## config.mk

```make
export PLATFORM = sky130hd
export DESIGN_NAME = mem_bus_top
export DESIGN_NICKNAME = d
export VERILOG_FILES = /design/src/design/mem_bus_pkg.sv /design/src/design/inst_fetch_master.sv /design/src/design/data_access_master.sv /design/src/design/axi_read_arbiter.sv /design/src/design/mem_bus_top.sv
export SDC_FILE = /design/constraint.sdc
export NUM_CORES = 1
export LEC_CHECK = 0
export BUFFER_PORTS_ARGS = -buffer_cell sky130_fd_sc_hd__buf_2
export CAP_MARGIN = 10
export CORE_AREA = 2 2 131 133
export CTS_BUF_LIST = sky130_fd_sc_hd__clkbuf_16
export DETAILED_ROUTE_END_ITERATION = 10
export DIE_AREA = 0 0 133 135
export PLACE_DENSITY = 0.69
export SYNTH_ARGS = -nofsm -noshare
export SYNTH_HDL_FRONTEND = slang
export SYNTH_SLANG_ARGS = --single-unit
```

## constraint.sdc

```tcl
create_clock -name axi4_master -period 7 [get_ports axi4_master]
set_input_delay 0.7 -clock axi4_master [delete_from_list [all_inputs] [get_ports axi4_master]]
set_output_delay 0.7 -clock axi4_master [all_outputs]
set_load 0.02 [all_outputs]
```

## src/design/mem_bus_pkg.sv

```systemverilog
package mem_bus_pkg;

    // read address channel, single-beat incrementing reads only
    typedef struct packed {
        logic [3:0]  id;
        logic [31:0] addr;
    } axi_ar_t;

    typedef struct packed {
        logic [3:0]  id;
        logic [31:0] data;
        logic [1:0]  resp;
        logic        last;
    } axi_r_t;

    typedef struct packed {
        logic [3:0]  id;
        logic [31:0] addr;
    } axi_aw_t;

    typedef struct packed {
        logic [31:0] data;
        logic [3:0]  strb;
        logic        last;
    } axi_w_t;

    typedef struct packed {
        logic [3:0] id;
        logic [1:0] resp;
    } axi_b_t;

    // one word access from the data port of the core
    typedef struct packed {
        logic        we;
        logic [31:0] addr;
        logic [31:0] wdata;
        logic [3:0]  wstrb;
    } data_req_t;

    typedef enum logic [1:0] {
        fetch_idle,
        fetch_addr,
        fetch_data,
        fetch_repair  // re-issue after a cancelled read returned
    } fetch_state_e;

    typedef enum logic [2:0] {
        data_idle,
        data_raddr,
        data_rdata,
        data_waddr,
        data_wresp,
        data_done
    } data_state_e;

endpackage

```

## src/design/inst_fetch_master.sv

```systemverilog
`timescale 1ns/1ps

module inst_fetch_master #(
    parameter logic [3:0] INST_ID = 4'd0
) (
    input  logic                axi4_master,
    input  logic                rst,
    input  logic                fetch_en,
    input  logic [31:0]         fetch_addr,
    input  logic                fetch_cancel,
    output logic                fetch_valid,
    output logic [31:0]         fetch_data,
    output mem_bus_pkg::axi_ar_t ar,
    output logic                arvalid,
    input  logic                arready,
    input  mem_bus_pkg::axi_r_t  r,
    input  logic                rvalid,
    output logic                rready
);

    mem_bus_pkg::fetch_state_e state_q;
    logic [31:0] addr_q;
    logic        cancel_q;
    logic        capture;
    logic        r_fire;
    logic        cancelled;

    // while fetch_valid is high the core still holds the old request
    assign capture = ((state_q == mem_bus_pkg::fetch_idle) && fetch_en && !fetch_valid) ||
                     ((state_q == mem_bus_pkg::fetch_repair) && fetch_en);

    assign r_fire    = rvalid && rready;
    assign cancelled = cancel_q || fetch_cancel;  // a cancel on the beat cycle still counts

    assign ar      = '{id: INST_ID, addr: addr_q};
    assign arvalid = (state_q == mem_bus_pkg::fetch_addr);
    assign rready  = (state_q == mem_bus_pkg::fetch_data);

    always_ff @(posedge axi4_master) begin
        if (rst) begin
            state_q     <= mem_bus_pkg::fetch_idle;
            cancel_q    <= 1'b0;
            fetch_valid <= 1'b0;
        end else begin
            fetch_valid <= 1'b0;
            case (state_q)
                mem_bus_pkg::fetch_idle: begin
                    if (capture) begin
                        state_q <= mem_bus_pkg::fetch_addr;
                    end
                end
                mem_bus_pkg::fetch_addr: begin
                    if (arready) begin
                        state_q <= mem_bus_pkg::fetch_data;
                    end
                end
                mem_bus_pkg::fetch_data: begin
                    if (r_fire) begin
                        if (cancelled) begin
                            state_q <= mem_bus_pkg::fetch_repair;  // drop the stale word
                        end else begin
                            fetch_valid <= 1'b1;
                            state_q     <= mem_bus_pkg::fetch_idle;
                        end
                    end
                end
                mem_bus_pkg::fetch_repair: begin
                    state_q <= fetch_en ? mem_bus_pkg::fetch_addr : mem_bus_pkg::fetch_idle;
                end
                default: state_q <= mem_bus_pkg::fetch_idle;
            endcase

            if (capture) begin
                cancel_q <= 1'b0;
            end else if (fetch_cancel && (state_q != mem_bus_pkg::fetch_idle)) begin
                cancel_q <= 1'b1;  // only a read in flight can be cancelled
            end
        end
    end

    always_ff @(posedge axi4_master) begin
        if (capture) begin
            addr_q <= fetch_addr;
        end
        if (r_fire && !cancelled) begin
            fetch_data <= r.data;
        end
    end

endmodule

```

## src/design/data_access_master.sv

```systemverilog
`timescale 1ns/1ps

module data_access_master #(
    parameter logic [3:0] DATA_ID = 4'd1
) (
    input  logic                  axi4_master,
    input  logic                  rst,
    input  logic                  data_en,
    input  mem_bus_pkg::data_req_t data_req,
    output logic                  data_done,
    output logic [31:0]           data_rdata,
    output mem_bus_pkg::axi_ar_t   ar,
    output logic                  arvalid,
    input  logic                  arready,
    input  mem_bus_pkg::axi_r_t    r,
    input  logic                  rvalid,
    output logic                  rready,
    output mem_bus_pkg::axi_aw_t   aw,
    output logic                  awvalid,
    input  logic                  awready,
    output mem_bus_pkg::axi_w_t    w,
    output logic                  wvalid,
    input  logic                  wready,
    input  mem_bus_pkg::axi_b_t    b,
    input  logic                  bvalid,
    output logic                  bready
);

    mem_bus_pkg::data_state_e state_q;
    mem_bus_pkg::data_req_t   req_q;
    logic aw_done_q;
    logic w_done_q;
    logic aw_fire;
    logic w_fire;
    logic r_fire;
    logic b_fire;
    logic capture;
    logic aw_seen;
    logic w_seen;

    assign capture = (state_q == mem_bus_pkg::data_idle) && data_en;

    assign ar      = '{id: DATA_ID, addr: req_q.addr};
    assign aw      = '{id: DATA_ID, addr: req_q.addr};
    assign w       = '{data: req_q.wdata, strb: req_q.wstrb, last: 1'b1};

    assign arvalid = (state_q == mem_bus_pkg::data_raddr);
    assign rready  = (state_q == mem_bus_pkg::data_rdata);
    assign awvalid = (state_q == mem_bus_pkg::data_waddr) && !aw_done_q;
    assign wvalid  = (state_q == mem_bus_pkg::data_waddr) && !w_done_q;
    assign bready  = (state_q == mem_bus_pkg::data_wresp);

    assign data_done = (state_q == mem_bus_pkg::data_done);

    assign aw_fire = awvalid && awready;
    assign w_fire  = wvalid && wready;
    assign r_fire  = rvalid && rready;
    assign b_fire  = bvalid && bready && (b.id == DATA_ID);  // writes only come from here

    // either channel may be accepted first, or both on the same edge
    assign aw_seen = aw_done_q || aw_fire;
    assign w_seen  = w_done_q || w_fire;

    always_ff @(posedge axi4_master) begin
        if (rst) begin
            state_q   <= mem_bus_pkg::data_idle;
            aw_done_q <= 1'b0;
            w_done_q  <= 1'b0;
        end else begin
            case (state_q)
                mem_bus_pkg::data_idle: begin
                    if (capture) begin
                        state_q <= data_req.we ? mem_bus_pkg::data_waddr
                                               : mem_bus_pkg::data_raddr;
                    end
                end
                mem_bus_pkg::data_raddr: begin
                    if (arready) begin
                        state_q <= mem_bus_pkg::data_rdata;
                    end
                end
                mem_bus_pkg::data_rdata: begin
                    if (r_fire) begin
                        state_q <= mem_bus_pkg::data_done;
                    end
                end
                mem_bus_pkg::data_waddr: begin
                    if (aw_seen && w_seen) begin
                        aw_done_q <= 1'b0;
                        w_done_q  <= 1'b0;
                        state_q   <= mem_bus_pkg::data_wresp;
                    end else begin
                        aw_done_q <= aw_seen;
                        w_done_q  <= w_seen;
                    end
                end
                mem_bus_pkg::data_wresp: begin
                    if (b_fire) begin
                        state_q <= mem_bus_pkg::data_done;
                    end
                end
                mem_bus_pkg::data_done: begin
                    state_q <= mem_bus_pkg::data_idle;  // lets the core drop data_en first
                end
                default: state_q <= mem_bus_pkg::data_idle;
            endcase
        end
    end

    always_ff @(posedge axi4_master) begin
        if (capture) begin
            req_q <= data_req;
        end
        if (r_fire) begin
            data_rdata <= r.data;
        end
    end

endmodule

```

## src/design/axi_read_arbiter.sv

```systemverilog
`timescale 1ns/1ps

module axi_read_arbiter #(
    parameter logic [3:0] INST_ID = 4'd0,
    parameter logic [3:0] DATA_ID = 4'd1
) (
    input  logic                axi4_master,
    input  logic                rst,
    input  mem_bus_pkg::axi_ar_t inst_ar,
    input  logic                inst_arvalid,
    output logic                inst_arready,
    input  mem_bus_pkg::axi_ar_t data_ar,
    input  logic                data_arvalid,
    output logic                data_arready,
    output mem_bus_pkg::axi_ar_t m_ar,
    output logic                m_arvalid,
    input  logic                m_arready,
    input  logic                inst_rready,
    input  logic                data_rready,
    input  logic                m_rvalid,
    input  mem_bus_pkg::axi_r_t  m_r,
    output logic                m_rready,
    output logic                inst_rvalid,
    output logic                data_rvalid
);

    logic prefer_data_q;
    logic lock_q;
    logic lock_data_q;
    logic sel_data;
    logic r_to_inst;
    logic r_to_data;

    always_comb begin
        if (lock_q) begin
            sel_data = lock_data_q;
        end else if (inst_arvalid && data_arvalid) begin
            sel_data = prefer_data_q;
        end else begin
            sel_data = data_arvalid;
        end
    end

    assign m_ar         = sel_data ? data_ar : inst_ar;
    assign m_arvalid    = sel_data ? data_arvalid : inst_arvalid;
    assign inst_arready = !sel_data && m_arready;
    assign data_arready = sel_data && m_arready;

    always_ff @(posedge axi4_master) begin
        if (rst) begin
            prefer_data_q <= 1'b0;
            lock_q        <= 1'b0;
            lock_data_q   <= 1'b0;
        end else if (m_arvalid) begin
            if (m_arready) begin
                lock_q        <= 1'b0;
                prefer_data_q <= !sel_data;  // the other side wins the next tie
            end else begin
                lock_q      <= 1'b1;  // hold the grant while the slave stalls
                lock_data_q <= sel_data;
            end
        end
    end

    // return path is steered purely by the beat id
    assign r_to_inst   = (m_r.id == INST_ID);
    assign r_to_data   = (m_r.id == DATA_ID);
    assign inst_rvalid = m_rvalid && r_to_inst;
    assign data_rvalid = m_rvalid && r_to_data;
    assign m_rready    = (r_to_inst && inst_rready) || (r_to_data && data_rready);

endmodule

```

## src/design/mem_bus_top.sv

```systemverilog
`timescale 1ns/1ps

module mem_bus_top #(
    parameter logic [3:0] INST_ID = 4'd0,
    parameter logic [3:0] DATA_ID = 4'd1
) (
    input  logic                  axi4_master,
    input  logic                  rst,
    input  logic                  fetch_en,
    input  logic [31:0]           fetch_addr,
    input  logic                  fetch_cancel,
    output logic                  fetch_valid,
    output logic [31:0]           fetch_data,
    input  logic                  data_en,
    input  mem_bus_pkg::data_req_t data_req,
    output logic                  data_done,
    output logic [31:0]           data_rdata,
    output mem_bus_pkg::axi_ar_t   ar,
    output logic                  arvalid,
    input  logic                  arready,
    input  mem_bus_pkg::axi_r_t    r,
    input  logic                  rvalid,
    output logic                  rready,
    output mem_bus_pkg::axi_aw_t   aw,
    output logic                  awvalid,
    input  logic                  awready,
    output mem_bus_pkg::axi_w_t    w,
    output logic                  wvalid,
    input  logic                  wready,
    input  mem_bus_pkg::axi_b_t    b,
    input  logic                  bvalid,
    output logic                  bready
);

    mem_bus_pkg::axi_ar_t inst_ar;
    mem_bus_pkg::axi_ar_t data_ar;
    logic inst_arvalid;
    logic inst_arready;
    logic inst_rvalid;
    logic inst_rready;
    logic data_arvalid;
    logic data_arready;
    logic data_rvalid;
    logic data_rready;

    inst_fetch_master #(.INST_ID(INST_ID)) u_inst_fetch_master (
        .axi4_master(axi4_master), .rst(rst),
        .fetch_en(fetch_en), .fetch_addr(fetch_addr), .fetch_cancel(fetch_cancel),
        .fetch_valid(fetch_valid), .fetch_data(fetch_data),
        .ar(inst_ar), .arvalid(inst_arvalid), .arready(inst_arready),
        .r(r), .rvalid(inst_rvalid), .rready(inst_rready)
    );

    // writes bypass the arbiter and go straight to the external port
    data_access_master #(.DATA_ID(DATA_ID)) u_data_access_master (
        .axi4_master(axi4_master), .rst(rst),
        .data_en(data_en), .data_req(data_req),
        .data_done(data_done), .data_rdata(data_rdata),
        .ar(data_ar), .arvalid(data_arvalid), .arready(data_arready),
        .r(r), .rvalid(data_rvalid), .rready(data_rready),
        .aw(aw), .awvalid(awvalid), .awready(awready),
        .w(w), .wvalid(wvalid), .wready(wready),
        .b(b), .bvalid(bvalid), .bready(bready)
    );

    axi_read_arbiter #(.INST_ID(INST_ID), .DATA_ID(DATA_ID)) u_axi_read_arbiter (
        .axi4_master(axi4_master), .rst(rst),
        .inst_ar(inst_ar), .inst_arvalid(inst_arvalid), .inst_arready(inst_arready),
        .data_ar(data_ar), .data_arvalid(data_arvalid), .data_arready(data_arready),
        .m_ar(ar), .m_arvalid(arvalid), .m_arready(arready),
        .inst_rready(inst_rready), .data_rready(data_rready),
        .m_rvalid(rvalid), .m_r(r), .m_rready(rready),
        .inst_rvalid(inst_rvalid), .data_rvalid(data_rvalid)
    );

endmodule

```

==> results.json, run 1 <==
{
  "status": "finished clean",
  "start_kind": "register",
  "grt_pass1_wl_mm": 21.52,
  "met1_usage_pct": 18.57,
  "p_leak_nw": 3.695,
  "tns_ns": 0,
  "cp_data_required_time_ns": 6.30,
  "r2r_setup_slack_ns": 4.53,
  "worstHoldStart": "data_req[21]",
  "drt_iter0_drc": 191,
  "globalplace.congestion": 0.7575,
  "seq_area_frac_synth_pct": 83.68,
  "clk_pin_slew_ns": 0.07,
  "grt_overflow_total": 0,
  "cpPeakStageDelay_ns": 0.88,
  "slew_violations": 0,
  "rr_worst_depth": 5,
  "port_buffers": 322,
  "io_pins": 336,
  "syn2layout_area_growth_pct": 38.94,
  "nNetsFinal": 871,
  "dpl.hpwl_mm": 11.25,
  "cts_tree": "done",
  "max-slew-margin-rel_pct": 23.36,
  "hold_viol": 0,
  "p_total_mw": 3.126,
  "dr.pass1.iters": 4,
  "htree_levels": 4,
  "cts_buffer_depth": 2,
  "use_met2_pct": 27.72,
  "cp_data_arrival_time_ns": 3.32,
  "groute.usage.overall_pct": 16.28,
  "crit_slowest_cell": "a21boi_4",
  "grt_max_degree": 43,
  "num_antenna_cells": 0,
  "dpl.cell_count": 916,
  "fin_crit_ns": 4.021,
  "top_usage_layer": "met2",
  "setup_viol": 0,
  "criticalPathCategory": "reg2out",
  "antenna_found_initial": 0,
  "clock-root-buffer": "clkbuf_16",
  "via_per_inst": 4.470,
  "place_worst_setup_slack_ns": 3.300,
  "cts_buffers": 17,
  "cp_max_fo": 36,
  "endpoint_kind": "primary output",
  "grt_pass1_vias": 4109,
  "worstMarginPinSlew_ns": 1.147,
  "wire_per_inst_um": 16.05,
  "placed_cell_area_mm2": 0.008003,
  "ant_nets": 0,
  "whs_ns": 0.4551,
  "hold_path_end": "u_data_access_master.w[22]",
  "clk_latency_ns": 0.41,
  "drcViolationCount": 0,
  "worst_slack_ns": 2.979,
  "hold_depth": 1,
  "die_x_um": 133,
  "hold_path.class": "in2reg",
  "cpMostUsedCell": "nand2_1",
  "crit_family": "compound AO/OA/AOI/OAI gates",
  "r2r_start": "u_inst_fetch_master.state_q[0]",
  "start_util_pct": 37.62,
  "ys_types": 30,
  "rsz0062_at_grt": "no",
  "via_count": 4238,
  "ctsHoldBuffers": 0,
  "clock-sinks": 176,
  "avgSynthCellArea_um2": 16.03,
  "peakVddDrop_v": 0.0002089,
  "wirelength_mm": 15.21,
  "use_met3_pct": 6.869,
  "period_share_pct": 57.44,
  "die_y_um": 135,
  "syn_inst": 385,
  "fin_worst_skew_ns": 0.009965,
  "drive_above_1_share_pct": 49.86,
  "powerDensity_mw_per_mm2": 364.6,
  "crit_path_cell_trace": "or3b_1, a21boi_4, inv_2, nand2_1, nand2_1, buf_2",
  "max-cap-violations": 0,
  "cts_setup_buffers": 0,
  "post_cts_resized": 0,
  "stdcell_area_mm2": 0.008576,
  "coreArea_mm2": 0.01641,
  "fin_cells": 948,
  "fmax_ghz": 0.2487,
  "path_buf_inv": 2,
  "die-area_mm2": 0.01796,
  "rows": 47,
  "final_util_pct": 52.27,
  "yosysWarningCount": 0,
  "netlist_area_mm2": 0.006172,
  "timing.rr.end": "u_data_access_master.state_q[1]",
  "ys_ff_latch": 176
}
[cell usage after synthesis]
cell,n,area share (%)
nor4_1,3,0.30
nor3b_1,1,0.12
conb_1,2,0.12
nand2_1,99,6.0
a211oi_1,4,0.49
clkbuf_1,3,0.18
and2_1,1,0.10
nand3_1,2,0.16
o21a_1,2,0.24
and3_1,1,0.10
buf_4,9,1.1
nand3b_1,2,0.24
edfxtp_1,164,80
nor2_1,24,1.5
nand2b_1,9,0.91
inv_2,1,0.061
a21o_1,1,0.12
nor2b_1,3,0.30
a21oi_1,12,0.97
dfxtp_1,12,3.9
o211ai_1,1,0.12
nor3_1,8,0.65
or3b_1,1,0.14
a31oi_1,1,0.10
nor4b_1,4,0.57
nor4b_2,1,0.24
and3b_1,2,0.28
a21boi_4,1,0.30
o21ai_0,2,0.16
buf_2,9,0.73
[worst max-delay path by stage]
stage / from / to / cells past startpoint
final: u_inst_fetch_master.state_q[0] / ar[1] / 6
after floorplan: data_en / u_data_access_master.ar[0] / 2
after detailed placement: u_inst_fetch_master.state_q[0] / ar[1] / 6
after global placement: u_inst_fetch_master.state_q[0] / ar[1] / 6
after CTS: u_inst_fetch_master.state_q[0] / ar[1] / 6
after global routing: u_inst_fetch_master.state_q[0] / ar[1] / 6
[per-layer routing]
| layer | share of wire (%) | vias to the layer above |
|---|---|---|
| met3 | 9.3 | 17 |
| met4 | 1.9 | 0 |
| li1 | - | 2038 |
| met2 | 50 | 229 |
| met5 | 0 | - |
| met1 | 39 | 1954 |
[state kept, by name (all words and copies together), names as in the netlist, 2 cells and up]
name and cells:
u_inst_fetch_master.fetch_data 32, u_data_access_master.ar 32, u_data_access_master.state_q 3, u_data_access_master.data_rdata 32, u_inst_fetch_master.addr_q 32, u_inst_fetch_master.state_q 2, u_data_access_master.w 36
[report_power, final]
group / switching (mW) / total [mW] / internal, mW
registers: 0.0687 / 1.40 / 1.33
clock network: 0.423 / 0.896 / 0.472
logic: 0.588 / 0.830 / 0.242
total: 1.08 / 3.13 / 2.05
[cell type report]
type	count	area [µm²]
fillers	1409	7831
well taps	220	275.3
multi-input cells	193	917.1
clock inverters	15	147.6
inverters	1	3.754
flip-flops and latches	176	5165
clock buffers	17	425.4
repair buffers	326	1642
[placed cells by master, fill, tap and decap left out, types with 2 or more instances in the layout]
cell        netlist  final
a211oi_1          4      4
a21oi_1          12     12
and3b_1           2      2
buf_2             9    322
buf_4             9      4
clkbuf_16         0     17
clkinv_4          0      3
clkinv_8          0      2
clkinvlp_4        0      3
conb_1            2      8
dfxtp_1          12     12
edfxtp_1        164    164
inv_6             0      2
inv_8             0      4
nand2_1          99     99
nand2b_1          9      9
nand3_1           2      2
nand3b_1          2      2
nor2_1           24     23
nor2b_1           3      2
nor3_1            8      7
nor4_1            3      3
nor4b_1           4      4
o21a_1            2      2
o21ai_0           2      2
[kinds of logic (layout without fill, tap and decap cells)]
family / Yosys count / count (layout) / synth area share, %
other: 2 / 8 / 0.1217
AND/OR/NAND/NOR: 161 / 161 / 11.62
flip-flops: 176 / 176 / 83.68
buffers and inverters: 22 / 359 / 2.068
AO/OA/AOI/OAI: 24 / 24 / 2.514
(Power assumes the default switching activity.)
==> run 2, diff against run 1 <==
- clock period: 7 -> 3.8 ns (I/O delays scaled with it)
==> run 2 against run 1 <==
Clock power rose by 93%. Combinational power is 81% higher. Largest cell class unchanged. Via count shrank 1.2%. Sequential power rose by 84%. Critical endpoint is now ar[13]. Highest routed layer is now met5.
==> results.json, run 2 (synthesized netlist as in run 1, its figures left out) <==
{
  "place_worst_setup_slack_ns": 1.209,
  "groute.usage.overall_pct": 16.09,
  "clock-root-buffer": "clkbuf_16",
  "rows": 47,
  "num_antenna_cells": 0,
  "stdcell_area_mm2": 0.008615,
  "drt_iter0_drc": 154,
  "nNetsFinal": 871,
  "grt_pass1_wl_mm": 21.76,
  "r2r_setup_slack_ns": 1.75,
  "die_x_um": 133,
  "post_cts_resized": 0,
  "met1_usage_pct": 17.53,
  "fin_worst_skew_ns": 0.008383,
  "tns_ns": 0,
  "fmax_ghz": 0.3489,
  "ctsHoldBuffers": 0,
  "period_share_pct": 75.43,
  "setup_viol": 0,
  "timing.rr.end": "u_data_access_master.state_q[1]",
  "drive_above_1_share_pct": 49.86,
  "cp_data_required_time_ns": 3.42,
  "rr_worst_depth": 6,
  "port_buffers": 322,
  "hold_path_end": "u_data_access_master.w[36]",
  "io_pins": 336,
  "fill_cells": 1394,
  "htree_levels": 4,
  "drcViolationCount": 0,
  "placed_cell_area_mm2": 0.008014,
  "hold_viol": 0,
  "use_met2_pct": 28.35,
  "criticalPathCategory": "reg2out",
  "clk_latency_ns": 0.41,
  "crit_start": "u_data_access_master.state_q[0]",
  "worst_slack_ns": 0.9335,
  "clk_pin_slew_ns": 0.07,
  "rsz0062_at_grt": "no",
  "via_count": 4186,
  "r2r_start": "u_inst_fetch_master.state_q[0]",
  "cts_buffer_depth": 2,
  "p_leak_nw": 3.713,
  "ant_nets": 0,
  "antenna_found_initial": 1,
  "max-slew-margin-rel_pct": 35.03,
  "fin_cells": 948,
  "coreArea_mm2": 0.01641,
  "hold_depth": 1,
  "top_usage_layer": "met2",
  "worstMarginPinSlew_ns": 0.9724,
  "cts_tree": "done",
  "peakVddDrop_v": 0.0003494,
  "powerDensity_mw_per_mm2": 674.6,
  "start_util_pct": 37.62,
  "final_cell_mix": "322 x buf_2, 164 x edfxtp_1, 99 x nand2_1",
  "grt_max_degree": 37,
  "wirelength_mm": 14.55,
  "fin_crit_ns": 2.866,
  "die-area_mm2": 0.01796,
  "cp_max_fo": 33,
  "wire_per_inst_um": 15.35,
  "hold_path.class": "in2reg",
  "use_met3_pct": 6.719,
  "globalplace.congestion": 0.7783,
  "endpoint_kind": "primary output",
  "largest_register_ffs": 36,
  "status": "finished clean",
  "die_y_um": 135,
  "cp_data_arrival_time_ns": 2.49,
  "whs_ns": 0.1366,
  "cts_buffers": 17,
  "clock-sinks": 176,
  "dpl.cell_count": 916,
  "grt_overflow_total": 0,
  "max-cap-violations": 0,
  "dpl.hpwl_mm": 10.75,
  "via_per_inst": 4.416,
  "start_kind": "register",
  "layout_commonest_cell": "buf_2",
  "syn2layout_area_growth_pct": 39.57,
  "slew_violations": 0,
  "cts_setup_buffers": 0,
  "dr.pass1.iters": 5,
  "grt_pass1_vias": 4106,
  "worstHoldStart": "data_req[35]"
}
run 2: changes by cell type in the layout (fill, tap and decap cells not counted), moves of 2 or more:
cell / before / now
clkinv_2: 0 / 2
inv_6: 2 / 4
clkinv_4: 3 / 1
bufinv_16: 0 / 2
clkinvlp_4: 3 / 1
run 2: report_power, final:
group | switching (mW) | internal [mW] | leakage, nW | total [mW]
registers | 0.124 | 2.45 | 1.62 | 2.58
clock network | 0.743 | 0.992 | 0.295 | 1.73
logic | 1.05 | 0.452 | 1.80 | 1.50
run 2: critical path: stages, from the launching register on:
cell and delay, ns:
dfxtp_1 0.57, nor4b_2 0.51, a21boi_4 0.11, inv_2 0.47, nand2_1 0.11, nand2_1 0.11
buf_2 0.17
run 2: layer usage:
layer / up-vias / wire (µm) / part of all wire, %
li1: 2037 / - / -
met1: 1922 / 5268 / 36
met2: 206 / 7776 / 53
met3: 19 / 1305 / 9.0
met4: 2 / 184 / 1.3
met5: - / 16 / 0.11
run 2: worst max-delay path by stage:
| stage | endpoint | slack, ns | cells after the start |
|---|---|---|---|
| after floorplan | u_data_access_master.ar[0] | 0.05 | 3 |
| after global placement | u_inst_fetch_master.fetch_data[31] | 1.21 | 4 |
| after detailed placement | u_inst_fetch_master.fetch_data[24] | 1.21 | 4 |
| after CTS | ar[13] | 0.90 | 6 |
| after global routing | ar[17] | 0.71 | 6 |
| final | ar[13] | 0.93 | 6 |
run 2: area by class of cell:
| cell class | count | area (µm²) | area share (%) |
|---|---|---|---|
| multi-input cells | 193 | 928.4 | 10.78 |
| repair buffers | 326 | 1642 | 19.06 |
| clock inverters | 15 | 175.2 | 2.033 |
| inverters | 1 | 3.754 | 0.04357 |
| clock buffers | 17 | 425.4 | 4.938 |
| well taps | 220 | 275.3 | 3.195 |
| flip-flops and latches | 176 | 5165 | 59.96 |
run 2: through the flow:
step	total power, mW	utilization (%)
final	5.812	52.51
after global routing	6.105	52.51
after CTS	5.894	52.51
after detailed placement	4.145	48.84
after global placement	4.127	48.84
after floorplan	3.595	-
==> run 3, diff against run 2 <==
- PLACE_DENSITY: 0.69 -> 0.72
- clock period: 3.8 -> 2.5 ns (I/O delays scaled with it)
==> run 3 against run 2 <==
Core utilization rose by 6.6 points. Cell area rose by 12%. Total power rose by 57%. Routed wire length rose by 21%. Via count rose by 15%. Sequential cell count did not move. Worst hold slack got worse by 0.11 ns. Clock power rose by 47%. Critical path type unchanged. Largest cell class unchanged.
==> results.json, run 3 (synthesized netlist as in run 1, its figures left out) <==
{
  "htree_levels": 4,
  "antenna_found_initial": 0,
  "worstMarginPinSlew_ns": 0.6325,
  "start_kind": "register",
  "clk_pin_slew_ns": 0.07,
  "rows": 47,
  "fin_crit_ns": 2.327,
  "wirelength_mm": 17.64,
  "clock-sinks": 176,
  "cts_buffers": 17,
  "clk_latency_ns": 0.42,
  "via_per_inst": 4.575,
  "largest_register_ffs": 36,
  "cts_setup_buffers": 0,
  "fin_worst_skew_ns": 0.01083,
  "whs_ns": 0.02183,
  "coreArea_mm2": 0.01641,
  "r2r_start": "u_axi_read_arbiter.prefer_data_q",
  "slew_violations": 0,
  "setup_viol": 0,
  "dr.pass1.iters": 5,
  "globalplace.congestion": 0.7559,
  "io_pins": 336,
  "fmax_ghz": 0.4298,
  "hold_viol": 0,
  "worstHoldStart": "r[19]",
  "drt_iter0_drc": 224,
  "layout_commonest_cell": "buf_2",
  "hold_path.class": "in2reg",
  "ant_nets": 0,
  "cts_buffer_depth": 2,
  "max-slew-margin-rel_pct": 57.24,
  "grt_overflow_total": 0,
  "p_total_mw": 9.134,
  "grt_max_degree": 61,
  "status": "finished clean",
  "cp_data_required_time_ns": 2.25,
  "rsz0062_at_grt": "no",
  "die-area_mm2": 0.01796,
  "drive_above_1_share_pct": 44.12,
  "port_buffers": 322,
  "peakVddDrop_v": 0.0005416,
  "drcViolationCount": 0,
  "clock-root-buffer": "clkbuf_16",
  "dpl.hpwl_mm": 11.46,
  "cp_max_fo": 31,
  "grt_pass1_wl_mm": 25.61,
  "timing.rr.end": "u_data_access_master.state_q[1]",
  "r2r_setup_slack_ns": 0.69,
  "cp_data_arrival_time_ns": 2.08,
  "die_x_um": 133,
  "powerDensity_mw_per_mm2": 942.5,
  "die_y_um": 135,
  "p_leak_nw": 4.161,
  "nNetsFinal": 978,
  "rr_worst_depth": 6,
  "start_util_pct": 37.62,
  "endpoint": "ar[12]",
  "grt_pass1_vias": 4790,
  "period_share_pct": 93.07,
  "cts_tree": "done",
  "final_cell_mix": "322 x buf_2, 164 x edfxtp_1, 101 x dlygate4sd3_1",
  "fin_cells": 1054,
  "syn2layout_area_growth_pct": 57.00,
  "wire_per_inst_um": 16.73,
  "final_util_pct": 59.06,
  "num_antenna_cells": 0,
  "hold_depth": 1,
  "max-cap-violations": 0,
  "groute.usage.overall_pct": 19.04,
  "via_count": 4822,
  "endpoint_kind": "primary output",
  "criticalPathCategory": "reg2out",
  "crit_start": "u_data_access_master.state_q[1]",
  "dpl.cell_count": 922
}
-- run 3: how the worst min path moves through the flow --
| stage | to | slack [ns] |
|---|---|---|
| floorplan | u_data_access_master.w_done_q | 0.33 |
| global placement | u_data_access_master.ar[10] | 0.43 |
| detailed placement | u_data_access_master.w[31] | 0.43 |
| CTS | u_data_access_master.data_rdata[12] | 0.0004 |
| global route | u_inst_fetch_master.fetch_data[18] | 0.005 |
| finish | u_inst_fetch_master.fetch_data[16] | 0.02 |
-- run 3: timing repair --
item	4_1_cts	5_1_grt
gates resized for setup	0	2
setup endpoints to repair	0	16
endpoints found under the hold margin	104	0
hold buffers	101	0
-- run 3: cell type report --
| cell class | instances | area [µm²] |
|---|---|---|
| tap | 220 | 275.3 |
| sequential | 176 | 5166 |
| clock buffer | 17 | 425.4 |
| inverter | 1 | 3.754 |
| clock inverter | 14 | 141.4 |
| multi-input combinational | 193 | 939.7 |
| fill | 1275 | 6716 |
| timing repair buffer | 433 | 2739 |
-- run 3: metrics by stage --
step	worst slack, ns	TNS, ns	area, µm²
6_report	0.1732	0	9691
4_1_cts	0.07304	0	9678
2_1_floorplan	-0.1765	-12.00	6226
5_1_grt	0.05460	0	9691
3_5_place_dp	0.5366	0	8100
3_3_place_gp	0.5268	0	8100
-- run 3: report_power, final --
group	leakage [nW]	total, mW	switching, mW	internal, mW
Combinational	2.27	2.65	1.77	0.878
Sequential	1.62	3.93	0.200	3.73
Clock	0.273	2.55	1.08	1.47
-- run 3: critical path, stage by stage (launching register included) --
cell,delay [ns]
dfxtp_1,0.44
nor4b_4,0.39
a21boi_4,0.11
inv_2,0.12
buf_12,0.21
nand2_1,0.11
nand2_1,0.09
buf_2,0.17
-- run 3: routing by layer --
metal	share of wire [%]	up-vias	GRT usage, %
li1	-	2248	-
met1	37	2229	22.06
met2	50	313	32.90
met3	9.8	32	5.368
met4	3.2	0	8.901
met5	0	-	0
